$ cat src/core_pkg.sv
// --------------------
// core level types and constants
// shared by the fetch, load-store, arbiter and execute blocks
// --------------------
package core_pkg;

  // byte address and data word
  typedef logic [31:0] addr_t;
  typedef logic [31:0] data_t;

  // register file depth
  localparam int unsigned NUM_REGS = 32;

  // pc step between sequential instructions
  localparam int unsigned INSTR_BYTES = 4;

  // owner of the access in flight on the memory port
  typedef enum logic {
    OWNER_FETCH,
    OWNER_LSU
  } mem_owner_e;

  // execute FSM
  typedef enum logic {
    EX_RUN,
    EX_MEM_WAIT
  } exec_state_e;

endpackage

$ cat src/lsu.sv
`timescale 1ns/1ps
// --------------------
// load-store unit
// takes one access from execute, holds it until the arbiter grants it and
// reports completion with the load word
// --------------------
module lsu (
  input  logic            clk_i,
  input  logic            rst_ni,
  input  logic            lsu_req_i,
  input  logic            lsu_we_i,
  input  core_pkg::addr_t lsu_addr_i,
  input  core_pkg::data_t lsu_wdata_i,
  output logic            lsu_done_o,
  output core_pkg::data_t lsu_rdata_o,
  output logic            lsu_mem_req_o,
  output logic            lsu_mem_we_o,
  output core_pkg::addr_t lsu_mem_addr_o,
  output core_pkg::data_t lsu_mem_wdata_o,
  input  logic            lsu_gnt_i,
  input  logic            lsu_rvalid_i,
  input  core_pkg::data_t lsu_mem_rdata_i
);

  logic            req_q;
  logic            wait_q;
  logic            we_q;
  core_pkg::addr_t addr_q;
  core_pkg::data_t wdata_q;

  // request pending until granted, then waiting for the response
  always_ff @(posedge clk_i or negedge rst_ni) begin
    if (!rst_ni) begin
      req_q  <= 1'b0;
      wait_q <= 1'b0;
    end else begin
      if (lsu_req_i) begin
        req_q <= 1'b1;
      end else if (lsu_gnt_i) begin
        req_q <= 1'b0;
      end
      if (lsu_gnt_i) begin
        wait_q <= 1'b1;
      end else if (lsu_rvalid_i) begin
        wait_q <= 1'b0;
      end
    end
  end

  always_ff @(posedge clk_i) begin
    if (lsu_req_i) begin
      we_q    <= lsu_we_i;
      addr_q  <= lsu_addr_i;
      wdata_q <= lsu_wdata_i;
    end
  end

  assign lsu_mem_req_o   = req_q;
  assign lsu_mem_we_o    = we_q;
  assign lsu_mem_addr_o  = addr_q;
  assign lsu_mem_wdata_o = wdata_q;

  // stores complete on the same response, their data is ignored
  assign lsu_done_o  = lsu_rvalid_i && wait_q;
  assign lsu_rdata_o = lsu_mem_rdata_i;

endmodule

$ cat config.mk
export PLATFORM = sky130hd
export DESIGN_NAME = lsu
export DESIGN_NICKNAME = d
export VERILOG_FILES = /design/src/core_pkg.sv /design/src/lsu.sv
export SDC_FILE = /design/constraint.sdc
export NUM_CORES = 1
export LEC_CHECK = 0
export ABC_CLOCK_PERIOD_IN_PS = 1900
export BUFFER_PORTS_ARGS = -buffer_cell sky130_fd_sc_hd__buf_2
export CAP_MARGIN = 10
export CORE_UTILIZATION = 40
export CTS_CLUSTER_SIZE = 28
export DETAILED_ROUTE_END_ITERATION = 8
export PLACE_DENSITY = 0.95
export SLEW_MARGIN = 20
export SYNTH_ARGS = -nofsm -noshare
export SYNTH_HDL_FRONTEND = slang
export SYNTH_SLANG_ARGS = --single-unit
export TNS_END_PERCENT = 100
$ cat constraint.sdc
create_clock -name clk_i -period 1.9 [get_ports clk_i]
set_input_delay 0.38 -clock clk_i [delete_from_list [all_inputs] [get_ports clk_i]]
set_output_delay 0.38 -clock clk_i [all_outputs]
set_load 0.01 [all_outputs]
Yosys cells after proc, flatten, opt, wreduce, memory -nomap -nowiden
Index checks and enable logic that the tools add are counted.
{ "totals": {"wordCells": 12, "reg_bits": 67, "inputBits": 102, "output_inout_bits": 99} }
{ "op_classes": {"muxes": 4, "reduce_logical": 3} }
{ "ops": {"columns": ["op", "n"], "rows": [
  ["$mux W1", 4],
  ["$reduce_bool A2 Y1", 2],
  ["$logic_and A1 B1 Y1", 1]
]} }

Longest topological paths before layout
{ "logic_depth": {"ltp_word": 2, "mapped_depth": 2, "ltp_nobuf": 2} }

Worst setup path after synthesis
Ideal clock, no wire load.
{ "synth_path": {"path_type": "input -> output", "startpoint": "in lsu_rvalid_i", "endpoint": "out lsu_done_o", "required_time_ps": 1520, "path_buffers": 0, "path_slack_ps": 975, "t_arrival_ps": 545, "path_stages": 1, "cell_sequence": "and2_1"} }
{ "synth_via": {"elab_chain_cells": 1} }
{ "synth_rtl": {"columns": ["element", "line", "source"], "rows": [
  ["start, declared", "lsu.sv:21", "input logic lsu_rvalid_i,"],
  ["$logic_and A1 B1 Y1", "lsu.sv:64", "assign lsu_done_o = lsu_rvalid_i && wait_q;"],
  ["end, declared", "lsu.sv:14", "output logic lsu_done_o,"]
]} }
Every way passes these cells.

Worst setup path after layout
{ "layout_path": {"startpoint": "reg wait_q", "endpoint": "out lsu_done_o"} }
{ "layout_via": {"elab_chain_cells": 1} }
{ "layout_rtl": {"columns": ["element", "line", "source"], "rows": [
  ["start, declared", "lsu.sv:26", "logic wait_q;"],
  ["start signal, assigned", "lsu.sv:35", "wait_q <= 1'b0;"],
  ["start signal, assigned", "lsu.sv:43", "wait_q <= 1'b1;"],
  ["start signal, assigned", "lsu.sv:45", "wait_q <= 1'b0;"],
  ["$logic_and A1 B1 Y1", "lsu.sv:64", null]
]} }
Every way passes these cells.

==> flow_summary_export.csv <==
group,metric,value,unit
run_status,outcome,"completed",
placed_design,place.gp.congestion,0.670,
logic_synthesis,synth_area_leaders,"edfxtp_1, buf_4, dfrtp_1",
logic_synthesis,synth_cell_types,7,
logic_synthesis,yosysTopAreaCell,"edfxtp_1",
worst_setup_path,crit_type,"reg -> out",
clock_tree,cts_made_buffers,9,
cells_and_area,finalNonFillerCells,298,
clock_tree,post_cts_buffers,0,
global_route,grt_pass1_wl,6240,um
detailed_routing,drt_first_pass_iters,4,
worst_setup_path,start_kind,"flip-flop",
global_route,grt_usage,0.145,
pwr,switching_share,0.206,
floorplanning,ios,201,
timing,setup_ws,0.565,ns
pwr,power.switching,0.000678,W
pwr,seqPwrFrac,0.539,
detailed_routing,wl_per_cell,14.5,um
floorplanning,die-area,0.00598,mm2
detailed_routing,antenna_left,0,
global_route,grt.overflow.total,0,
global_route,grt_pass1_vias,1320,
logic_synthesis,synth_top_area_share,0.860,
floorplanning,start_util,0.414,
placed_design,pre_cts_slack,0.753,ns
worst_setup_path,r2r_end,"lsu_mem_req_o",
cells_and_area,final_cell_mix,"buf_2, edfxtp_1, clkbuf_8",
timing,max_slew_margin,0.777,
detailed_routing,route.detailed.drc,0,
timing,fmax,0.749,GHz
clock_tree,cts_hold_buf,1,
timing,timing.final.hold_violations,0,
placed_design,dp_hpwl,3250,um
worst_setup_path,cp.arrival,0.96,ns
job,drv_cap,0,
pwr,cellPowerDensity,1080,mW/mm2
pwr,p_int,0.00262,W
cells_and_area,finalInstanceArea,0.00305,mm2
floorplanning,dieHeight,77.3,um
global_route,antenna_found_initial,0,
detailed_routing,wirelength,4320,um
timing,tightest_slew,0.335,ns
timing,fin_tns_setup,0,ns
pwr,pwr-share-comb,0.084,
cells_and_area,final_nets,323,
cells_and_area,drive_gt1_frac,0.673,
clock_tree,htreeDepth,3,
logic_synthesis,synth_fp_nets,206,
detailed_routing,via_count,1263,
floorplanning,core_region_area,0.00547,mm2
floorplanning,die_w,77.3,um
hold_path,hold_class,"in -> reg",
hold_path,whs_path_depth,1,
worst_setup_path,r2r_slack,1.25,ns
pwr,pwr-share-clk,0.377,
detailed_routing,drt-initial-drc-count,47,
cells_and_area,syn2layout_area_growth,34.3,%
timing,final-setup-viol-count,0,
clock_tree,cts.sinks,67,
hold_path,holdPathEnd,"lsu_mem_wdata_o[4]",
timing,slew_viol_final,0,
worst_setup_path,reg2reg_from,"lsu_mem_req_o",
logic_synthesis,synthCells,104,
cells_and_area,fillCellCount,434,
placed_design,dpl_cell_area,0.00282,mm2
timing,rsz0062_at_grt,"no",
pwr,p_leak,1.33,nW
logic_synthesis,avgSynthCellArea,21.8,um2
clock_tree,cts-resized-gates,0,
logic_synthesis,ys_seq_area_frac,0.883,
cells_and_area,diodes,0,
global_route,grt_start_max_net_pins,67,
worst_setup_path,cp_max_fo,2,
logic_synthesis,synth_warnings,0,
placed_design,placedCellCount,281,
timing,finalClockSkew,0,ns
placed_design,io_buffers,136,
worst_setup_path,r2r_cells,1,
logic_synthesis,ys_seq_elements,67,
logic_synthesis,syn_area,0.00227,mm2
clock_tree,clk_latency,0.32,ns
detailed_routing,viasPerCell,4.24,
clock_tree,cts_tree,"yes",
cells_and_area,final_common_cell,"buf_2",
worst_setup_path,crit_start,"wait_q",
hold_path,hold_start,"lsu_wdata_i[4]",
timing,period_share,0.703,
clock_tree,clock_path_buffers,2,
timing,period_needed,1.34,ns
floorplanning,rows,27,
pwr,ir_worst_vdd,0.000505,V
clock_tree,clk_pin_slew_worst_paths,0.07,ns
worst_setup_path,required,1.52,ns
worst_setup_path,worst_setup_path_end_kind,"primary output",
clock_tree,cts_root_buffer,"clkbuf_8",
[cell usage after synthesis]
cell      number
edfxtp_1      65
buf_4         32
dfrtp_1        2
inv_1          2
a21o_1         1
and2_1         1
o21ai_1        1
[sequential cells by signal, summed over array words and instances (netlist names)]
register	cells
wait_q	1
lsu_mem_we_o	1
lsu_mem_wdata_o	32
lsu_mem_addr_o	32
lsu_mem_req_o	1
[worst max-delay path by stage]
stage                                endpoint  slack [ns]  depth (start not counted)
after detailed placement   lsu_mem_addr_o[12]        0.75                          2
after floorplan                    lsu_done_o        0.98                          1
after CTS                          lsu_done_o        0.54                          2
final                              lsu_done_o        0.56                          2
after global placement    lsu_mem_wdata_o[25]        0.77                          2
after global routing               lsu_done_o        0.51                          2
[power by group through the flow]
stage	sequential, W	combinational [W]	clock (W)
2_1_floorplan	0.00188	0.0000740	0
3_3_place_gp	0.00180	0.000270	0
3_5_place_dp	0.00181	0.000280	0
4_1_cts	0.00178	0.000282	0.00128
5_1_grt	0.00179	0.000298	0.00134
6_report	0.00178	0.000277	0.00124
[metrics by stage]
| step | hold slack (ns) | utilization | power (W) |
|---|---|---|---|
| floorplan | 0.0844 | - | 0.00195 |
| global placement | 0.168 | 0.515 | 0.00207 |
| detailed placement | 0.172 | 0.515 | 0.00209 |
| CTS | 0.212 | 0.557 | 0.00334 |
| global route | 0.208 | 0.557 | 0.00342 |
| finish | 0.233 | 0.557 | 0.00330 |
[worst max-delay path, stage by stage, from the launching register on]
cell and delay, ns:
dfrtp_1 0.38, and2_1 0.13, buf_2 0.13
[cells by family after synthesis]
| family | synth area share |
|---|---|
| flops | 0.883 |
| buf+inv | 0.109 |
| compound gates | 0.00551 |
| simple gates | 0.00276 |
[area by class of cell]
type	count	area (um2)	share of cell area
flip-flops and latches	67	2000	0.657
well taps	72	90.1	0.0296
repair buffers	138	711	0.233
clock buffers	10	128	0.0419
inverters	2	7.51	0.00246
clock inverters	6	90.1	0.0296
multi-input cells	3	18.8	0.00616
[layer usage]
layer,part of all wire,up-vias,GRT usage
li1,-,583,-
met1,0.38,574,0.157
met2,0.52,96,0.241
met3,0.086,10,0.0524
met4,0.021,0,0.0925
met5,0,-,0
Note: power is estimated with default switching activity, not from simulation.
