## config.mk

```make
export PLATFORM = sky130hd
export DESIGN_NAME = exec_unit
export DESIGN_NICKNAME = d
export VERILOG_FILES = /design/src/core_pkg.sv /design/src/riscv_pkg.sv /design/src/exec_unit.sv
export SDC_FILE = /design/constraint.sdc
export NUM_CORES = 2
export LEC_CHECK = 0
export BUFFER_PORTS_ARGS = -buffer_cell sky130_fd_sc_hd__buf_2
export CAP_MARGIN = 20
export CELL_PAD_IN_SITES_DETAIL_PLACEMENT = 0
export CELL_PAD_IN_SITES_GLOBAL_PLACEMENT = 1
export CORE_MARGIN = 2
export CORE_UTILIZATION = 40
export CTS_CLUSTER_DIAMETER = 200
export DETAILED_ROUTE_END_ITERATION = 7
export PLACE_DENSITY = 0.68
export SLEW_MARGIN = 20
export SYNTH_ARGS = -nofsm -noshare
export SYNTH_HDL_FRONTEND = slang
export SYNTH_SLANG_ARGS = --single-unit
```

## constraint.sdc

```tcl
create_clock -name clk_i -period 15.6 [get_ports clk_i]
set_input_delay 3.12 -clock clk_i [delete_from_list [all_inputs] [get_ports clk_i]]
set_output_delay 3.12 -clock clk_i [all_outputs]
set_load 0.01 [all_outputs]
```

## src/core_pkg.sv

```systemverilog
// --------------------
// core level types and constants
// shared by the fetch, load-store, arbiter and execute blocks
// --------------------
package core_pkg;

  // byte address and data word
  typedef logic [31:0] addr_t;
  typedef logic [31:0] data_t;

  // register file depth
  localparam int unsigned NUM_REGS = 32;

  // pc step between sequential instructions
  localparam int unsigned INSTR_BYTES = 4;

  // owner of the access in flight on the memory port
  typedef enum logic {
    OWNER_FETCH,
    OWNER_LSU
  } mem_owner_e;

  // execute FSM
  typedef enum logic {
    EX_RUN,
    EX_MEM_WAIT
  } exec_state_e;

endpackage

```

## src/riscv_pkg.sv

```systemverilog
// --------------------
// RV32I instruction set definitions for the core
// opcodes and funct fields of the supported subset, referenced by scoped names
// --------------------
package riscv_pkg;

  // instruction word and register index
  typedef logic [31:0] instr_t;
  typedef logic [4:0]  reg_idx_t;

  // --------------------
  // major opcodes
  // --------------------
  localparam logic [6:0] OPC_OP_IMM = 7'b0010011;
  localparam logic [6:0] OPC_OP     = 7'b0110011;
  localparam logic [6:0] OPC_LOAD   = 7'b0000011;
  localparam logic [6:0] OPC_STORE  = 7'b0100011;
  localparam logic [6:0] OPC_BRANCH = 7'b1100011;
  localparam logic [6:0] OPC_JAL    = 7'b1101111;

  // funct3 values
  localparam logic [2:0] F3_ADD = 3'b000;
  localparam logic [2:0] F3_LW  = 3'b010;
  localparam logic [2:0] F3_SW  = 3'b010;
  localparam logic [2:0] F3_BEQ = 3'b000;

  // funct7 selecting SUB over ADD
  localparam logic [6:0] F7_SUB = 7'b0100000;

  // addi x0, x0, 0
  localparam instr_t NOP_INSTR = 32'h0000_0013;

endpackage

```

## src/exec_unit.sv

```systemverilog
`timescale 1ns/1ps
// --------------------
// execute stage: decode, register file, ALU and branch resolution
// consumes one buffered instruction at a time, waits on loads and stores,
// and registers one retirement per finished instruction
// --------------------
module exec_unit (
  input  logic                clk_i,
  input  logic                rst_ni,
  input  logic                instr_valid_i,
  input  riscv_pkg::instr_t   instr_i,
  input  core_pkg::addr_t     instr_pc_i,
  output logic                instr_ack_o,
  output logic                redirect_o,
  output core_pkg::addr_t     redirect_pc_o,
  output logic                lsu_req_o,
  output logic                lsu_we_o,
  output core_pkg::addr_t     lsu_addr_o,
  output core_pkg::data_t     lsu_wdata_o,
  input  logic                lsu_done_i,
  input  core_pkg::data_t     lsu_rdata_i,
  output logic                commit_valid_o,
  output core_pkg::addr_t     commit_pc_o,
  output riscv_pkg::reg_idx_t commit_rd_o,
  output core_pkg::data_t     commit_wdata_o
);

  core_pkg::exec_state_e state_q, state_d;
  core_pkg::data_t       rf_q [core_pkg::NUM_REGS];

  // instruction fields
  logic [6:0]          opcode;
  logic [2:0]          funct3;
  logic [6:0]          funct7;
  riscv_pkg::reg_idx_t rd, rs1, rs2;
  core_pkg::data_t     rs1_val, rs2_val;
  core_pkg::data_t     imm_i, imm_s, imm_b, imm_j;

  // decode results
  logic                is_mem, is_store, take_jump;
  riscv_pkg::reg_idx_t alu_rd;
  core_pkg::data_t     alu_res;
  core_pkg::addr_t     target;

  // access waiting in the LSU
  core_pkg::addr_t     pend_pc_q;
  riscv_pkg::reg_idx_t pend_rd_q;

  // writeback select
  logic                wb_valid;
  core_pkg::addr_t     wb_pc;
  riscv_pkg::reg_idx_t wb_rd;
  core_pkg::data_t     wb_data;

  assign opcode = instr_i[6:0];
  assign rd     = instr_i[11:7];
  assign funct3 = instr_i[14:12];
  assign rs1    = instr_i[19:15];
  assign rs2    = instr_i[24:20];
  assign funct7 = instr_i[31:25];

  assign imm_i = {{20{instr_i[31]}}, instr_i[31:20]};
  assign imm_s = {{20{instr_i[31]}}, instr_i[31:25], instr_i[11:7]};
  assign imm_b = {{19{instr_i[31]}}, instr_i[31], instr_i[7], instr_i[30:25],
                  instr_i[11:8], 1'b0};
  assign imm_j = {{11{instr_i[31]}}, instr_i[31], instr_i[19:12], instr_i[20],
                  instr_i[30:21], 1'b0};

  // x0 reads as zero
  assign rs1_val = (rs1 == '0) ? '0 : rf_q[rs1];
  assign rs2_val = (rs2 == '0) ? '0 : rf_q[rs2];

  // --------------------
  // decode and ALU
  // --------------------
  always_comb begin
    is_mem    = 1'b0;
    is_store  = 1'b0;
    take_jump = 1'b0;
    alu_rd    = '0;
    alu_res   = '0;
    target    = instr_pc_i + imm_b;
    case (opcode)
      riscv_pkg::OPC_OP_IMM: begin
        if (funct3 == riscv_pkg::F3_ADD) begin
          alu_rd  = rd;
          alu_res = rs1_val + imm_i;
        end
      end
      riscv_pkg::OPC_OP: begin
        if (funct3 == riscv_pkg::F3_ADD && funct7 == riscv_pkg::F7_SUB) begin
          alu_rd  = rd;
          alu_res = rs1_val - rs2_val;
        end else if (funct3 == riscv_pkg::F3_ADD && funct7 == '0) begin
          alu_rd  = rd;
          alu_res = rs1_val + rs2_val;
        end
      end
      riscv_pkg::OPC_LOAD: begin
        is_mem = (funct3 == riscv_pkg::F3_LW);
      end
      riscv_pkg::OPC_STORE: begin
        is_mem   = (funct3 == riscv_pkg::F3_SW);
        is_store = (funct3 == riscv_pkg::F3_SW);
      end
      riscv_pkg::OPC_BRANCH: begin
        take_jump = (funct3 == riscv_pkg::F3_BEQ) && (rs1_val == rs2_val);
      end
      riscv_pkg::OPC_JAL: begin
        alu_rd    = rd;
        alu_res   = instr_pc_i + core_pkg::INSTR_BYTES;
        take_jump = 1'b1;
        target    = instr_pc_i + imm_j;
      end
      // anything else retires as a no-op
      default: ;
    endcase
  end

  assign instr_ack_o   = instr_valid_i && (state_q == core_pkg::EX_RUN);
  assign redirect_o    = instr_ack_o && take_jump;
  assign redirect_pc_o = target;
  assign lsu_req_o     = instr_ack_o && is_mem;
  assign lsu_we_o      = is_store;
  assign lsu_addr_o    = rs1_val + (is_store ? imm_s : imm_i);
  assign lsu_wdata_o   = rs2_val;

  // --------------------
  // FSM and writeback
  // --------------------
  always_comb begin
    state_d = state_q;
    case (state_q)
      core_pkg::EX_RUN: begin
        if (lsu_req_o) begin
          state_d = core_pkg::EX_MEM_WAIT;
        end
      end
      core_pkg::EX_MEM_WAIT: begin
        if (lsu_done_i) begin
          state_d = core_pkg::EX_RUN;
        end
      end
      default: state_d = core_pkg::EX_RUN;
    endcase
  end

  always_comb begin
    if (state_q == core_pkg::EX_MEM_WAIT) begin
      wb_valid = lsu_done_i;
      wb_pc    = pend_pc_q;
      wb_rd    = pend_rd_q;
      wb_data  = lsu_rdata_i;
    end else begin
      wb_valid = instr_ack_o && !is_mem;
      wb_pc    = instr_pc_i;
      wb_rd    = alu_rd;
      wb_data  = alu_res;
    end
  end

  always_ff @(posedge clk_i or negedge rst_ni) begin
    if (!rst_ni) begin
      state_q        <= core_pkg::EX_RUN;
      commit_valid_o <= 1'b0;
    end else begin
      state_q        <= state_d;
      commit_valid_o <= wb_valid;
    end
  end

  // stores keep rd at zero so they retire without a write
  always_ff @(posedge clk_i) begin
    if (lsu_req_o) begin
      pend_pc_q <= instr_pc_i;
      pend_rd_q <= is_store ? '0 : rd;
    end
    if (wb_valid) begin
      commit_pc_o    <= wb_pc;
      commit_rd_o    <= wb_rd;
      commit_wdata_o <= (wb_rd == '0) ? '0 : wb_data;
      if (wb_rd != '0) begin
        rf_q[wb_rd] <= wb_data;
      end
    end
  end

endmodule

```

# [After elaboration in Yosys (flattened, before gate mapping)]
# Memories as Yosys holds them, arrays and structs flattened.
# Index checks and enable logic that the tools add are counted.
[totals] register_bits=108 ramBits=1024 in_bits=100 output_inout_bits=170 elab_cells=65 mem_count=1
[mem_list] name="rf_q" words=32 word_bits=32 rd=2 rd_ports_with_merged_regs=0 write_ports=1 line="exec_unit.sv:29" text="core_pkg::data_t rf_q [core_pkg::NUM_REGS];"
[op_classes] n_addsub=7 n_eq_ne=9 n_mux=25 bitwise=1 reduce_logical=15
[ops] operator="two-way mux 32 bit" n=8
[ops] operator="adder 32 bit" n=5
[ops] operator="case mux 32 bit (3 select lines)" n=1
[ops] operator="adder 32 x 3 -> 32 bit, second input constant" n=1
[ops] operator="== test 32 bit" n=1
[ops] operator="subtractor 32 bit" n=1
[ops] operator="two-way mux 5 bit" n=5
[ops] operator="== test 7 x 6 -> 1 bit, second input constant" n=3
[ops] operator="zero test 5 bit" n=3
[ops] operator="case mux 5 bit (3 select lines)" n=1
[ops] operator="== test 7 bit, second input constant" n=2
[ops] operator="two-way mux 1 bit" n=8
[ops] operator="== test 7 x 2 -> 1 bit, second input constant" n=1
[ops] operator="== test 7 x 5 -> 1 bit, second input constant" n=1
[ops] operator="logical AND 1 bit" n=7
[ops] operator="zero test 7 bit" n=1
[ops] operator="nonzero test 5 bit" n=1
[ops] operator="case mux 1 bit (2 select lines)" n=2
[ops] operator="== test 3 x 2 -> 1 bit, second input constant" n=1
[ops] operator="zero test 3 bit" n=1
[ops] operator="OR reduction 2 bit" n=1
[ops] operator="zero test 1 bit" n=1
[ops] operator="inverter 1 bit" n=1

# [Longest topological paths before layout]
[logic_depth] ltp_word=10 depth_mapped=26 mapped_depth_nobuf=19

# [Least setup slack after synthesis]
# Ideal clock, no wire load.
[synth_path] path_type="input port to flip-flop" from="in instr_i[2]" to="mem rf_q[17][0] (netlist bit) (enable)" setup_ps=421 t_arrival_ps=11249 t_required_ps=15179 setup_slack_ps=3931 path_stages=6 path_buffers=0 cell_sequence="nand4bb_1 > or3_1 > nor2_1 > o21ai_0 > nand3_1 > nor2_1"
[synth_between] elab_chain_cells=8
[synth_lines] element="start: declaration" line="exec_unit.sv:11" text="input riscv_pkg::instr_t instr_i,"
[synth_lines] element="== test 7 x 6 -> 1 bit / == test 7 x 2 -> 1 bit (equally long branches)" line="exec_unit.sv:83" text="case (opcode)"
[synth_lines] element="OR reduction 2 bit (no source line) (*)"
[synth_lines] element="two-way mux 1 bit (*)"
[synth_lines] element="zero test 1 bit (*)" line="exec_unit.sv:155" text="wb_valid = instr_ack_o && !is_mem;"
[synth_lines] element="logical AND 1 bit (*)" line="exec_unit.sv:155"
[synth_lines] element="two-way mux 1 bit (*)" line="exec_unit.sv:149" text="if (state_q == core_pkg::EX_MEM_WAIT) begin"
[synth_lines] element="net wb_valid" line="exec_unit.sv:50" text="logic wb_valid;"
[synth_lines] element="two-way mux 1 bit (*)" line="exec_unit.sv:178" text="if (wb_valid) begin"
[synth_lines] element="two-way mux 1 bit (not written as such) (*)" line="exec_unit.sv:183" text="rf_q[wb_rd] <= wb_data;"
[synth_lines] element="end: declaration" line="exec_unit.sv:29"
# The timed path passes the listed nets; every way through them passes the cells marked *.

# [Final worst setup path]
[layout_path] from="in instr_i[15]" to="out lsu_addr_o[29]"
[layout_between] elab_chain_cells=3
[layout_lines] element="memory (32 x 32 bit) / zero test 5 bit (equally long branches)"
[layout_lines] element="two-way mux 32 bit (*)" line="exec_unit.sv:70" text="assign rs1_val = (rs1 == '0) ? '0 : rf_q[rs1];"
[layout_lines] element="adder 32 bit (*)" line="exec_unit.sv:125" text="assign lsu_addr_o = rs1_val + (is_store ? imm_s : imm_i);"
[layout_lines] element="end: declaration" line="exec_unit.sv:18" text="output core_pkg::addr_t lsu_addr_o,"
# Every way passes the cells marked *; elsewhere a longest branch is shown, timed or not.

==> impl_metrics.env <==
export IMPL_reg2reg_depth=18
export IMPL_leakage_nw=23.9
export IMPL_reg2reg_slack_ns=8.54
export IMPL_die_y_um=394
export IMPL_synthTopCellsByArea="edfxtp_1 (56%), mux4_2 (22%), ha_1 (2.5%)"
export IMPL_p_int_mw=5.31
export IMPL_wl_um=210000
export IMPL_grt_ovfl_total=0
export IMPL_cpMaxStageDelayCell="mux2i_1"
export IMPL_dp_hpwl_um=136000
export IMPL_synth_cell_types=109
export IMPL_ant_nets=0
export IMPL_pwr_share_clk_pct=37.8
export IMPL_die_x_um=394
export IMPL_cts_made_buffers=116
export IMPL_insertion_delay_ns=0.75
export IMPL_drv_slew=0
export IMPL_io_pin_count=270
export IMPL_cp_slowest_stage_delay_ns=0.62
export IMPL_synth_top_flop_cell="edfxtp_1"
export IMPL_io_buffer_count=269
export IMPL_final_setup_skew_ns=0.0390
export IMPL_p_per_area_nw_per_um2=106
export IMPL_ctsResizeCount=0
export IMPL_p_comb_share_pct=16.7
export IMPL_worst_pin_slew_ns=1.24
export IMPL_fin_crit_ns=12.10
export IMPL_critPathTopFamily="multiplexers"
export IMPL_worst_path_max_fanout=89
export IMPL_yosys_warnings=0
export IMPL_switchingPower_mw=1.99
export IMPL_ys_seq_area_share_pct=55.7
export IMPL_hold_viol_final=0
export IMPL_antenna_found_initial=7
export IMPL_clk_pin_slew_ns=0.06
export IMPL_drive_above_1_share_pct=31.7
export IMPL_grt_max_degree=139
export IMPL_required_ns=12.48
export IMPL_pwr_share_seq_pct=45.5
export IMPL_timing_slew_headroom_pct=17.4
export IMPL_dieArea_um2=156000
export IMPL_synth_edf_count=1130
export IMPL_postCtsSetupRepairBufs=0
export IMPL_cts_tree="built"
export IMPL_swShare_pct=27.2
export IMPL_synth_common_cells="edfxtp_1 (1130), mux4_2 (595), nor2_1 (192)"
export IMPL_synth_area_um2=61000
export IMPL_drt_pre_antenna_iters=6
export IMPL_clockRootBuffer="clkbuf_16"
export IMPL_clock_path_buffers=3
export IMPL_start_util_pct=40.2
export IMPL_drt_iter0_markers=4779
export IMPL_rsz0062_at_grt="false"
export IMPL_grt_pass1_vias=39500
export IMPL_grt_util_all_layers_pct=26.6
export IMPL_synth_seq_cells=1132
export IMPL_fin_setup_tns_ns=0
export IMPL_core_area_um2=152000
export IMPL_syn2layout_area_growth_pct=13.3
export IMPL_drc=0
export IMPL_synth_top_area_cell="edfxtp_1"
export IMPL_endpoint_kind="primary output"
export IMPL_syn_area_per_cell_um2=16.0
export IMPL_dr_total_vias=39600
export IMPL_ctsHoldBuffers=0
export IMPL_path_class="input port to primary output"
export IMPL_rows=143
export IMPL_cts_sinks=1132
export IMPL_holdPathStages=1
export IMPL_hold_path_class="flop to flop"
export IMPL_hp_start="pend_pc_q[4]$_DFFE_PP_"
export IMPL_fin_crit_sh_pct=77.6
export IMPL_gp_congestion=0.961
export IMPL_arrival_ns=8.98
export IMPL_fmax_mhz=82.6
export IMPL_setup_violations=0
export IMPL_hold_end="commit_pc_o[4]$_DFFE_PP_"
export IMPL_cp_start_kind="input port"
export IMPL_maxCapViolations=0
export IMPL_ir_worst_vdd_mv=0.0924
export IMPL_crit_chain="buf_8 > buf_12 > mux4_2 > mux4_2 > mux2i_1 > nor2_1 > ha_1 > nand2_1 > nor2_1 > o21ai_0 > nand2b_1 > a21oi_1 > o21bai_1 > a221oi_1 > o21ai_1 > xor2_1 > buf_2"
export IMPL_htreeDepth=3
export IMPL_synth_most_common_cell="edfxtp_1"
export IMPL_via_per_inst=6.33
export IMPL_grt_pass1_wl_um=295000
export IMPL_status="completed"
export IMPL_p_total_mw=7.29
export IMPL_wire_per_inst_um=33.6
export IMPL_path_buf_inv=3
export IMPL_layout_nets=4333
export IMPL_async_reset_ff_share_pct=0.177
export IMPL_synth_top_area_share_pct=55.7
export IMPL_synth_cells=3820
export IMPL_r2r_end="rf_q[11][31]$_DFFE_PP_"
export IMPL_r2r_start="rf_q[27][6]$_DFFE_PP_"
-- worst reg2reg max path, cell delays in order, from the launching register on --
cell,delay [ns]
edfxtp_1,0.38
mux4_2,0.50
mux4_2,0.48
mux2i_1,0.67
nor2_1,0.24
ha_1,0.47
o21a_1,0.16
nor2_1,0.06
a311oi_1,0.34
a21oi_1,0.20
a311oi_1,0.62
a211oi_1,0.31
o211ai_1,0.42
a31o_2,0.28
a21o_1,0.12
a21oi_1,0.12
o41ai_2,0.91
nand2_1,0.13
buf_4,0.29
-- flip-flops by register name, indices dropped and copies added, names as in the netlist --
name / count
rf_q: 1024
commit_wdata_o: 32
state_q: 1
pend_pc_q: 32
commit_rd_o: 5
pend_rd_q: 5
commit_pc_o: 32
commit_valid_o: 1
-- layout make-up --
| cell class | count | area, µm² |
|---|---|---|
| clock inverter | 80 | 733 |
| inverter | 112 | 428 |
| clock buffer | 140 | 3040 |
| sequential | 1132 | 34000 |
| tap | 2030 | 2540 |
| multi-input combinational | 2365 | 26000 |
| fill | 13200 | 82600 |
| timing repair buffer | 382 | 2330 |
| antenna | 4 | 10.0 |
-- cell usage in the layout (no fill, tap or decap), types with 15 or more instances in the layout --
cell type	n
clkbuf_1	20
nand2_1	183
a31oi_1	28
a21o_1	75
o21bai_1	40
a211oi_1	17
o21a_1	18
a21oi_1	157
or2_2	16
clkinv_2	30
and3_1	16
clkbuf_16	117
nand4_1	33
nor2b_1	21
nor2_4	32
edfxtp_1	1130
xor2_1	39
xnor2_1	101
nand2b_1	47
o21ai_0	85
clkinv_1	23
mux2_2	51
nor2_1	159
buf_2	261
a22oi_1	23
mux2i_1	84
nand3_1	52
nor4_1	15
and2_1	26
mux4_2	595
buf_4	110
nor3_1	41
conb_1	32
ha_1	122
inv_1	107
-- layer usage --
layer | vias to the layer above | share of wire, % | GRT usage (%)
li1 | 16300 | - | -
met1 | 20800 | 39 | 35.1
met2 | 2108 | 49 | 44.3
met3 | 382 | 8.1 | 4.06
met4 | 4 | 4.2 | 10.4
met5 | - | 0.014 | 0
-- power by group through the flow --
stage | clock (mW) | sequential, mW | combinational, mW
2_1_floorplan | 0 | 3.39 | 0.776
3_3_place_gp | 0 | 3.38 | 1.21
3_5_place_dp | 0 | 3.38 | 1.20
4_1_cts | 2.80 | 3.32 | 1.21
5_1_grt | 2.92 | 3.32 | 1.29
6_report | 2.76 | 3.32 | 1.22
-- stage by stage --
step	setup slack (ns)	std cells	area [µm²]	util [%]	hold slack, ns
finish	3.50	6245	69100	45.5	0.549
global route	3.18	6241	69100	45.5	0.547
CTS	3.56	6241	69100	45.5	0.531
detailed placement	3.56	6021	65300	43.0	0.524
global placement	3.47	6020	65300	43.0	0.511
floorplan	3.93	3851	61100	-	0.500
-- cells by family after synthesis --
kind of cell	count (synthesis)	synth area share, %
compound gates	623	7.00
xor+xnor	143	2.09
fa+ha+maj	132	2.71
buf+inv	354	2.40
flops	1132	55.7
mux	734	24.5
other cells	1	0.00615
simple gates	701	5.60
-- worst max path at each step --
stage                     slack [ns]               endpoint  cells after the start        start
final                           3.50         lsu_addr_o[29]                     17  instr_i[15]
after floorplan                 3.93  rf_q[17][0]$_DFFE_PP_                      6   instr_i[2]
after detailed placement        3.56         lsu_addr_o[20]                     15  instr_i[15]
after global placement          3.47         lsu_addr_o[29]                     15  instr_i[15]
after CTS                       3.56         lsu_addr_o[20]                     15  instr_i[15]
after global routing            3.18         lsu_addr_o[31]                     16  instr_i[15]
(Power assumes the default switching activity.)
