===== config.mk =====
export PLATFORM = sky130hd
export DESIGN_NAME = mem_arbiter
export DESIGN_NICKNAME = d
export VERILOG_FILES = /design/src/core_pkg.sv /design/src/mem_arbiter.sv
export SDC_FILE = /design/constraint.sdc
export NUM_CORES = 1
export LEC_CHECK = 0
export BUFFER_PORTS_ARGS = -buffer_cell sky130_fd_sc_hd__buf_2
export CORE_AREA = 10 10 83 85
export DETAILED_ROUTE_END_ITERATION = 16
export DIE_AREA = 0 0 93 95
export MAX_ROUTING_LAYER = met4
export PLACE_DENSITY = 0.77
export SYNTH_ARGS = -nofsm -noshare
export SYNTH_HDL_FRONTEND = slang
export SYNTH_SLANG_ARGS = --single-unit

===== constraint.sdc =====
create_clock -name clk_i -period 1.2 [get_ports clk_i]
set_clock_uncertainty 0.15 [all_clocks]
set_input_delay 0.06 -clock clk_i [delete_from_list [all_inputs] [get_ports clk_i]]
set_output_delay 0.06 -clock clk_i [all_outputs]
set_load 0.02 [all_outputs]

===== src/core_pkg.sv =====
// --------------------
// core level types and constants
// shared by the fetch, load-store, arbiter and execute blocks
// --------------------
package core_pkg;

  // byte address and data word
  typedef logic [31:0] addr_t;
  typedef logic [31:0] data_t;

  // register file depth
  localparam int unsigned NUM_REGS = 32;

  // pc step between sequential instructions
  localparam int unsigned INSTR_BYTES = 4;

  // owner of the access in flight on the memory port
  typedef enum logic {
    OWNER_FETCH,
    OWNER_LSU
  } mem_owner_e;

  // execute FSM
  typedef enum logic {
    EX_RUN,
    EX_MEM_WAIT
  } exec_state_e;

endpackage


===== src/mem_arbiter.sv =====
`timescale 1ns/1ps
// --------------------
// shares the single memory port between fetch and load-store
// load-store has priority, one access in flight, response routed to its owner
// --------------------
module mem_arbiter (
  input  logic            clk_i,
  input  logic            rst_ni,
  input  logic            fetch_req_i,
  input  core_pkg::addr_t fetch_addr_i,
  output logic            fetch_gnt_o,
  output logic            fetch_rvalid_o,
  input  logic            lsu_mem_req_i,
  input  logic            lsu_mem_we_i,
  input  core_pkg::addr_t lsu_mem_addr_i,
  input  core_pkg::data_t lsu_mem_wdata_i,
  output logic            lsu_gnt_o,
  output logic            lsu_rvalid_o,
  output core_pkg::data_t rdata_o,
  output logic            mem_req_o,
  output logic            mem_we_o,
  output core_pkg::addr_t mem_addr_o,
  output core_pkg::data_t mem_wdata_o,
  input  logic            mem_rvalid_i,
  input  core_pkg::data_t mem_rdata_i
);

  logic                 busy_q;
  core_pkg::mem_owner_e owner_q;

  // --------------------
  // grant
  // --------------------
  assign lsu_gnt_o   = lsu_mem_req_i && !busy_q;
  assign fetch_gnt_o = fetch_req_i && !busy_q && !lsu_mem_req_i;

  assign mem_req_o   = lsu_gnt_o || fetch_gnt_o;
  assign mem_we_o    = lsu_gnt_o && lsu_mem_we_i;
  assign mem_addr_o  = lsu_gnt_o ? lsu_mem_addr_i : fetch_addr_i;
  assign mem_wdata_o = lsu_mem_wdata_i;

  // --------------------
  // response routing
  // --------------------
  assign fetch_rvalid_o = mem_rvalid_i && busy_q && (owner_q == core_pkg::OWNER_FETCH);
  assign lsu_rvalid_o   = mem_rvalid_i && busy_q && (owner_q == core_pkg::OWNER_LSU);
  assign rdata_o        = mem_rdata_i;

  // busy from the request until its response comes back
  always_ff @(posedge clk_i or negedge rst_ni) begin
    if (!rst_ni) begin
      busy_q  <= 1'b0;
      owner_q <= core_pkg::OWNER_FETCH;
    end else if (mem_req_o) begin
      busy_q  <= 1'b1;
      owner_q <= lsu_gnt_o ? core_pkg::OWNER_LSU : core_pkg::OWNER_FETCH;
    end else if (mem_rvalid_i) begin
      busy_q <= 1'b0;
    end
  end

endmodule


======== Word-level counts from Yosys, hierarchy flattened ========
Cells that the tools add are included.
cells by class
  bitwise operators ....................... 1
  reductions and logical operators ........ 11
  muxes and demuxes ....................... 4
operators with widths
  operator            count
  2-to-1 mux 32 bit   1
  logical AND 1 bit   7
  2-to-1 mux 1 bit    3
  logical NOT 1 bit   2
  nonzero test 2 bit  1
  logical OR 1 bit    1
  inverter 1 bit      1
word-level totals
  output and inout port bits .............. 102
  logic and storage cells ................. 18
  bits in registers ....................... 2

======== Logic depth before layout (Yosys ltp) ========
Gate-level depths: netlist of the first run.
  depth in word-level cells ............... 5
  depth in mapped cells ................... 5
  mapped depth without buffers ............ 3

======== Worst setup path after synthesis of the first run ========
Ideal clock, no wire load.
  path kind ............................... reg-to-output
  start point ............................. reg busy_q
  end point ............................... out mem_we_o
  setup slack ............................. -284 ps
  data required time ...................... 990 ps
  buffers on the path ..................... 2
  stages on the path, launching flop included .. 6
  data arrival time ....................... 1,274 ps
  cell sequence ........................... dfrtp_1 nand2b_1 buf_6 buf_12 inv_1 and2_1
on the way
  cells in the longest elaborated chain, start to end .. 3
ends and longest elaborated chain
  what                      line               source
  start: declaration        mem_arbiter.sv:28  logic busy_q;
  start signal: assignment  mem_arbiter.sv:52  busy_q <= 1'b0;
  start signal: assignment  mem_arbiter.sv:55  busy_q <= 1'b1;
  start signal: assignment  mem_arbiter.sv:58  busy_q <= 1'b0;
  logical NOT 1 bit         mem_arbiter.sv:34  assign lsu_gnt_o = lsu_mem_req_i && !busy_q;
  logical AND 1 bit         mem_arbiter.sv:34
  via lsu_gnt_o             mem_arbiter.sv:17  output logic lsu_gnt_o,
  logical AND 1 bit         mem_arbiter.sv:38  assign mem_we_o = lsu_gnt_o && lsu_mem_we_i;
  end: declaration          mem_arbiter.sv:21  output logic mem_we_o,
The timed path passes the listed nets, and every way through them passes these cells.

======== Worst setup path after layout of the first run ========
  start point ............................. reg busy_q
  end point ............................... out mem_addr_o[4]
on the way
  cells in the longest elaborated chain, start to end .. 3
ends and longest elaborated chain
  what               line               source
  logical NOT 1 bit  mem_arbiter.sv:34
  logical AND 1 bit  mem_arbiter.sv:34
  2-to-1 mux 32 bit  mem_arbiter.sv:39  assign mem_addr_o = lsu_gnt_o ? lsu_mem_addr_i : fetch_addr_i;
  end: declaration   mem_arbiter.sv:22  output core_pkg::addr_t mem_addr_o,
Every way passes these cells.

==> impl_metrics.tcl, run 1 <==
set metrics [dict create \
    die_area_um2 8840 \
    synthTopCellsByArea "buf_4 42%, mux2_4 38%, buf_12 5.3%, dfrtp_1 4.4%, mux2_2 3.0%" \
    crit_type "reg2out" \
    grt_first_pass_wirelength_um 8830 \
    dpl.cell_count 230 \
    stdcell_count 302 \
    cts-root-buf "clkbuf_8" \
    antenna_left 0 \
    hold_depth 3 \
    max-cap-violations 0 \
    ys_ff_latch 2 \
    drt_iter0_drc 22 \
    ys.flop_type "dfrtp_1" \
    end_kind "primary output" \
    synth-edff-count 0 \
    required_ns 0.99 \
    antenna_found_initial 0 \
    status "complete, but fails checks" \
    die_x_um 93 \
    setup_viol 38 \
    place.gp.congestion 0.844 \
    synth_common_cells "64 x buf_4, 29 x mux2_4, 3 x buf_12, 3 x mux2_2, 3 x nor2_1" \
    postSynthCellCount 114 \
    fin_crit_sh 1.36 \
    fmax_mhz 613 \
    critical_path_arrival_ns 1.42 \
    r2r_cells 6 \
    core_area_um2 5340 \
    start_kind "register" \
    ys_types 15 \
    p_int_uw 940 \
    fin_crit_ns 1.63 \
    maxSlewHeadroom 0.821 \
    cp_max_fo 11 \
    rr_startpoint "busy_q$_DFFE_PN0P_" \
    p_per_area_nw_per_um2 690 \
    clockBufferDepth 2 \
    cts_tree "yes" \
    p_comb_frac 0.773 \
    fin_area_um2 2290 \
    cts.sinks 2 \
    grt_util_all_layers 0.127 \
    clkTransAtPathRegs_ns 0.03 \
    cts-htree-levels 1 \
    die-height_um 95 \
    hp-class "in2reg" \
    placed_cell_area_um2 1270 \
    rsz0062_at_grt "yes" \
    setup_tns_ns -13.50 \
    violations "negative hold slack, negative setup slack" \
    synthesis.area_um2 1140 \
    reg2reg_to "owner_q$_DFFE_PN0P_" \
    worst-r2r-setup-slack_ns -0.21 \
    switching_share 0.405 \
    insertion_delay_ns 0.21 \
    viasPerCell 4.00 \
    yosysTopAreaCellShare 0.422 \
    antenna-diode-count 0 \
    cts_buffers 3 \
    overflow 0 \
    p_leak_uw 0.00121 \
    vdd_drop_max_uv 704 \
    hold_path_end "busy_q$_DFFE_PN0P_" \
    power.clock.fraction 0.171 \
    drc 0 \
    yosysSeqAreaShare 0.0440 \
    power_frac_seq 0.056 \
    initial_core_util 0.213 \
    syn-num-nets 248 \
    rows 27 \
    pin_count 236 \
    min_from "mem_rvalid_i" \
    yosys_warnings 0 \
    tightest_slew_ns 0.267 \
    syn2layout_area_growth_pct 101 \
    total_power_uw 1580 \
    vias 1207 \
    p_switching_uw 639 \
    dp_hpwl_um 3380 \
    synth.most_common_cell "buf_4" \
    first_pass_iters 3 \
    synth_top_area_cell "buf_4" \
    drt-total-wl_um 6540 \
    hold_slack_ns -0.000954 \
    postSynthAreaPerCell_um2 9.99 \
    synthArstFlopShare 1.00 \
    layout.nets 366 \
    hold_viol_final 1 \
    drive_gt1_frac 0.683 \
    worst_slack_ns -0.431 \
    io_buffers 107 \
    drv_slew 0 \
    grt_pass1_vias 1476 \
    wl_per_cell_um 21.7 \
    grt_max_degree 13 \
]
[metrics by stage]
stage | setup slack [ns] | util
3_3_place_gp | -0.223 | 0.238
2_1_floorplan | -0.182 | -
4_1_cts | -0.431 | 0.414
6_report | -0.431 | 0.429
3_5_place_dp | -0.244 | 0.238
5_1_grt | -0.467 | 0.429
[cell type report]
type,count,area [µm²]
fillers,508,3050
repair buffers,181,1530
multi-input cells,43,572
well taps,72,90.1
flip-flops and latches,2,50.0
clock buffers,3,41.3
inverters,1,7.51
[power groups by stage]
stage                     Sequential [µW]  Combinational (µW)  Clock [µW]
after global placement               85.9                 654           0
after global routing                 88.5                1280         280
after floorplan                      87.4                 736           0
after CTS                            86.3                1160         276
after detailed placement             86.2                 663           0
final                                88.6                1220         270
[cells by family after synthesis]
family          Yosys count  synth area share
buf+inv                  69             0.488
flops                     2            0.0440
simple gates              9            0.0418
compound gates            2            0.0143
mux                      32             0.412
[what timing repair did]
| item | CTS | global route |
|---|---|---|
| setup buffers | 1 | 1 |
| endpoints found under the setup margin | 37 | 39 |
| resized for setup | 63 | 23 |
| cloned | 1 | 0 |
| pin swaps | 1 | 2 |
| endpoints found under the hold margin | 67 | 0 |
| hold buffers | 66 | 0 |
[how the worst max path moves through the flow]
stage          cells after the start             endpoint  slack [ns]          startpoint
6_report                           4        mem_addr_o[4]       -0.43  busy_q$_DFFE_PN0P_
5_1_grt                            4        mem_addr_o[4]       -0.47  busy_q$_DFFE_PN0P_
4_1_cts                            4        mem_addr_o[8]       -0.43  busy_q$_DFFE_PN0P_
3_5_place_dp                       4        mem_addr_o[8]       -0.24  busy_q$_DFFE_PN0P_
3_3_place_gp                       4        mem_addr_o[1]       -0.22  busy_q$_DFFE_PN0P_
2_1_floorplan                      5  owner_q$_DFFE_PN0P_       -0.18  busy_q$_DFFE_PN0P_
[worst max-delay path, cell delays in order (launching register included)]
cell      delay, ns
dfrtp_1        0.36
nand2b_4       0.20
buf_16         0.18
mux2_4         0.30
buf_2          0.17
[per-layer routing]
metal,track usage,up-vias,part of all wire,routed length [µm]
met5,-,-,0,0
met4,0.0219,0,0.0061,40
met3,0.0404,6,0.088,577
met2,0.242,113,0.56,3680
met1,0.123,544,0.34,2240
li1,-,544,-,-
[cell usage in the layout, fill, tap and decap left out, drive strengths merged]
master         n
dlygate4sd3   66
a21o           1
dfrtp          2
and2           1
mux2          32
nand2          1
o31a           1
buf          115
nor2           3
and3           1
clkbuf         3
nand2b         2
clkinvlp       1
nor3b          1
[sequential cells by signal (all words and copies together), names as in the netlist]
signal and count:
owner_q 1, busy_q 1
Power figures use the tool's default switching activity.
==> inputs of run 2 (changes only) <==
Settings changed: ABC_AREA from default to 1, CORE_AREA 10 10 83 85 to 10 10 82 84, DIE_AREA 0 0 93 95 to 0 0 92 94.
==> impl_metrics.tcl, run 2 <==
set metrics [dict create \
    status "complete, but fails checks" \
    violations "negative setup slack" \
    synthAdderAreaFrac 0 \
    synth.most_common_cell "nand2_1" \
    placed_cell_area_um2 1210 \
    fmax_mhz 686 \
    hold_viol_final 0 \
    drt-total-wl_um 7710 \
    required_ns 0.99 \
    maxSlewHeadroom 0.818 \
    max-cap-violations 0 \
    first_pass_iters 4 \
    postSynthCellCount 186 \
    syn-num-nets 320 \
    rsz0062_at_grt "yes" \
    die-height_um 94 \
    pin_count 236 \
    tightest_slew_ns 0.272 \
    final_cell_mix "69 x buf_2, 65 x dlygate4sd3_1, 45 x nand2_2, 36 x nand2_1, 36 x buf_6" \
    grt_max_degree 23 \
    cts_buffers 3 \
    yosys_warnings 0 \
    crit_type "reg2out" \
    p_leak_uw 0.00140 \
    antenna_left 0 \
    grt_first_pass_wirelength_um 10200 \
    critical_path_arrival_ns 1.25 \
    insertion_delay_ns 0.21 \
    yosys.area_share.simple 0.413 \
    setup_viol 38 \
    synthArstFlopShare 1.00 \
    cts_tree "yes" \
    vdd_drop_max_uv 752 \
    place.gp.congestion 0.743 \
    yosysTopAreaCellShare 0.477 \
    synth-edff-count 0 \
    yosysSeqAreaShare 0.0474 \
    worst_slack_ns -0.258 \
    synth_top_area_cell "buf_4" \
    rows 26 \
    wl_per_cell_um 20.7 \
    core_area_um2 5070 \
    vias 1542 \
    layout.nets 438 \
    antenna-diode-count 0 \
    synthTopCellsByArea "buf_4 48%, nand2_1 33%, nand2_2 5.3%, dfrtp_1 4.7%, buf_6 2.1%" \
    synth_xor_area_frac 0 \
    synth.mux.area_fraction 0 \
    synthesis.area_um2 1050 \
    hp-class "in2async" \
    pre_cts_slack_ns -0.0980 \
    mostFrequentLayoutCell "buf_2" \
    fin_crit_sh 1.22 \
    cp_max_fo 8 \
    ys.flop_type "dfrtp_1" \
    cts-htree-levels 1 \
    die_x_um 92 \
    cts.sinks 2 \
    postSynthAreaPerCell_um2 5.67 \
    overflow 0 \
    io_buffers 107 \
    end_kind "primary output" \
    antenna_found_initial 0 \
    ys_types 13 \
    fin_crit_ns 1.46 \
    synth_compound_area_frac 0 \
    drc 0 \
    syn2layout_area_growth_pct 139 \
    multi_input_area_um2 707 \
    ys_ff_latch 2 \
    cts-root-buf "clkbuf_8" \
    drv_slew 0 \
    synth_top_family_by_area "buffers and inverters" \
    grt_util_all_layers 0.152 \
    dp_hpwl_um 3790 \
    initial_core_util 0.208 \
    ff_latch_area_um2 50.0 \
    clockBufferDepth 2 \
    viasPerCell 4.15 \
    grt_pass1_vias 1803 \
    drt_iter0_drc 22 \
    drive_gt1_frac 0.642 \
    n_fill_cell 463 \
    reg_top3 "busy_q x1, owner_q x1" \
    p_per_area_nw_per_um2 896 \
    synth_common_cells "92 x nand2_1, 67 x buf_4, 9 x nand2_2, 5 x inv_1" \
    fin_area_um2 2520 \
    start_kind "register" \
    clkTransAtPathRegs_ns 0.03 \
    die_area_um2 8650 \
]
## run 2: stage by stage
step,hold slack (ns),cells,utilization,power (µW),TNS (ns)
floorplan,-0.386,186,-,978,0
global placement,-0.304,299,0.238,1040,-0.551
detailed placement,-0.301,299,0.238,1050,-1.67
CTS,0.0145,370,0.444,2030,-7.56
global route,0.0425,372,0.497,2400,-10.67
finish,0.0378,372,0.497,2260,-8.26
## run 2: cell type report
class                           instances  share of cell area
Timing Repair Buffer                  183               0.634
Clock buffer                            3              0.0164
Multi-Input combinational cell        107               0.280
Sequential cell                         2              0.0198
Inverter                                7              0.0154
Tap cell                               70              0.0347
## run 2: cells by family (layout without fill, tap and decap cells)
logic type | Yosys count | after routing
AND/OR/NAND/NOR | 107 | 107
buffers and inverters | 77 | 193
flip-flops | 2 | 2
## run 2: report_power, final
group	internal, µW	switching, µW
Clock	212	47.9
Sequential	85.7	16.7
Combinational	877	1020
## run 2: worst max-delay path, cell delays in order, from the launching register on
cell       delay (ns)
dfrtp_1          0.34
inv_2            0.05
nand2_4          0.12
clkinv_8         0.10
clkbuf_16        0.18
nand2_2          0.06
nand2_2          0.05
buf_6            0.13
## run 2: repair_timing
action | in CTS | in global routing
endpoints found under the hold margin | 66 | 0
setup endpoints to repair | 39 | 39
hold buffers | 65 | 0
pin swaps | 4 | 14
cloned | 1 | 2
setup buffers | 4 | 2
resized for setup | 99 | 67
## run 2: worst paths after layout
kind                                     from             endpoint  slack [ns]  cells after the start
setup / recovery           busy_q$_DFFE_PN0P_       mem_addr_o[10]       -0.26                      7
hold / removal                         rst_ni   busy_q$_DFFE_PN0P_        0.04                      2
setup reg to reg           busy_q$_DFFE_PN0P_  owner_q$_DFFE_PN0P_        0.04                      6
hold reg to reg            busy_q$_DFFE_PN0P_   busy_q$_DFFE_PN0P_        0.48                      3
max in group asynchronous              rst_ni  owner_q$_DFFE_PN0P_        0.76                      2
min in group clk_i               mem_rvalid_i   busy_q$_DFFE_PN0P_        0.06                      4
## run 2: metal layers
metal	vias to the layer above	global-route usage	routed length, µm	share of wire
met5	-	-	0	0
met4	0	0.0167	60	0.0078
met2	133	0.301	4440	0.58
met1	682	0.134	2420	0.31
met3	8	0.0639	789	0.10
li1	719	-	-	-
==> inputs of run 3 (changes only) <==
--- a/constraint.sdc
+++ b/constraint.sdc
@@ -4,2 +4,2 @@
 set_output_delay 0.06 -clock clk_i [all_outputs]
-set_load 0.02 [all_outputs]
+set_load 0.01 [all_outputs]
==> impl_metrics.tcl, run 3 (synthesized netlist as in run 2, its figures left out) <==
set metrics [dict create \
    fin_area_um2 2090 \
    drt-total-wl_um 7020 \
    required_ns 0.99 \
    hold_slack_ns 0.0286 \
    grt_util_all_layers 0.137 \
    vdd_drop_max_uv 567 \
    final_cell_mix "98 x buf_2, 81 x nand2_1, 65 x dlygate4sd3_1, 20 x nand2_2, 11 x buf_6" \
    setup_viol 39 \
    drc 0 \
    cts-root-buf "clkbuf_8" \
    crit_slowest_cell "dfrtp_1" \
    fmax_mhz 706 \
    drv_slew 0 \
    fin_crit_ns 1.42 \
    hp-class "in2reg" \
    insertion_delay_ns 0.21 \
    overflow 0 \
    p_per_area_nw_per_um2 783 \
    dp_hpwl_um 3680 \
    io_buffers 107 \
    grt_max_degree 37 \
    maxSlewHeadroom 0.877 \
    start_kind "register" \
    layout.nets 437 \
    crit_top_cell "nand2_1" \
    tightest_slew_ns 0.184 \
    cp_max_fo 18 \
    cpPeakStageDelay_ns 0.37 \
    syn2layout_area_growth_pct 97.7 \
    violations "negative setup slack" \
    pre_cts_slack_ns -0.00515 \
    rsz0062_at_grt "yes" \
    drive_gt1_frac 0.488 \
    antenna_left 0 \
    cts.sinks 2 \
    initial_core_util 0.208 \
    n_fill_cell 513 \
    fin_crit_sh 1.18 \
    pin_count 236 \
    antenna-diode-count 0 \
    die_x_um 92 \
    mostFrequentLayoutCell "buf_2" \
    grt_pass1_vias 1729 \
    cts_buffers 3 \
    cp_cell_sequence "inv_2 > nand2_4 > clkbuf_16 > nand2_1 > nand2_1 > buf_2" \
    total_power_uw 1630 \
    cts-htree-levels 1 \
    crit_family "buffers and inverters" \
    wl_per_cell_um 18.9 \
    viasPerCell 4.04 \
    antenna_found_initial 0 \
    first_pass_iters 4 \
    placed_cell_area_um2 1230 \
    timing.critical_path.buf_inv 3 \
    reg_top3 "busy_q x1, owner_q x1" \
    clkTransAtPathRegs_ns 0.03 \
    max-cap-violations 0 \
    hold_viol_final 0 \
    drt_iter0_drc 8 \
    p_leak_uw 0.00120 \
    grt_first_pass_wirelength_um 9430 \
    crit_type "reg2out" \
    worst_slack_ns -0.217 \
    clockBufferDepth 2 \
    core_area_um2 5070 \
    vias 1499 \
    place.gp.congestion 0.780 \
    die-height_um 94 \
    end_kind "primary output" \
    die_area_um2 8650 \
    status "complete, but fails checks" \
    cts_tree "yes" \
    critical_path_arrival_ns 1.21 \
    rows 26 \
]
## run 3: cell count changes in the layout (fill, tap and decap cells not counted), moves of 3 or more
cell and delta:
nand2_1 +45, nand2_4 -20, buf_6 -25, buf_2 +29, buf_4 -3, nand2_2 -25
## run 3: tightest hold or removal path: cells and delay by family
| kind | cells | cell delay [ns] |
|---|---|---|
| AND/OR/NAND/NOR | 2 | 0.14 |
| buffers and inverters | 2 | 0.13 |
## run 3: worst paths after layout
| path | from | end | slack [ns] | cells past startpoint |
|---|---|---|---|---|
| max | busy_q$_DFFE_PN0P_ | mem_addr_o[10] | -0.22 | 6 |
| min | mem_rvalid_i | busy_q$_DFFE_PN0P_ | 0.03 | 4 |
| max reg2reg | busy_q$_DFFE_PN0P_ | owner_q$_DFFE_PN0P_ | -0.06 | 7 |
| min reg2reg | owner_q$_DFFE_PN0P_ | owner_q$_DFFE_PN0P_ | 0.46 | 4 |
| max in group asynchronous | rst_ni | owner_q$_DFFE_PN0P_ | 0.75 | 2 |
| min in group asynchronous | rst_ni | busy_q$_DFFE_PN0P_ | 0.06 | 2 |
## run 3: report_power, final
part | switching, µW | internal, µW | total, µW
combinational | 633 | 638 | 1270
sequential | 12.2 | 85.7 | 97.9
clock | 52.9 | 212 | 265
total | 698 | 936 | 1630
## run 3: what timing repair did
action | in CTS | in global routing
hold endpoints to repair | 66 | 0
hold buffers | 65 | 0
gates cloned | 0 | 1
setup endpoints to repair | 38 | 40
buffers inserted | 3 | 0
pin swaps | 3 | 2
gates resized for setup | 12 | 17
## run 3: cell type report
class	count	area [µm²]	share of cell area
clock buffer	3	41.3	0.0198
sequential	2	50.0	0.0240
multi-input combinational	107	483	0.232
inverter	7	31.3	0.0150
tap	70	87.6	0.0420
timing repair buffer	182	1390	0.668
## run 3: metrics by stage
stage | util | std cells | setup TNS [ns]
6_report | 0.411 | 371 | -7.39
5_1_grt | 0.411 | 371 | -10.37
4_1_cts | 0.393 | 370 | -7.04
3_5_place_dp | 0.243 | 299 | -0.00515
3_3_place_gp | 0.243 | 299 | 0
2_1_floorplan | - | 186 | 0
## run 3: per-layer routing
| layer | track usage | wire (µm) | up-vias |
|---|---|---|---|
| li1 | - | - | 717 |
| met1 | 0.111 | 2160 | 647 |
| met2 | 0.279 | 4000 | 131 |
| met3 | 0.0631 | 809 | 4 |
| met4 | 0.0219 | 51 | 0 |
| met5 | - | 0 | - |
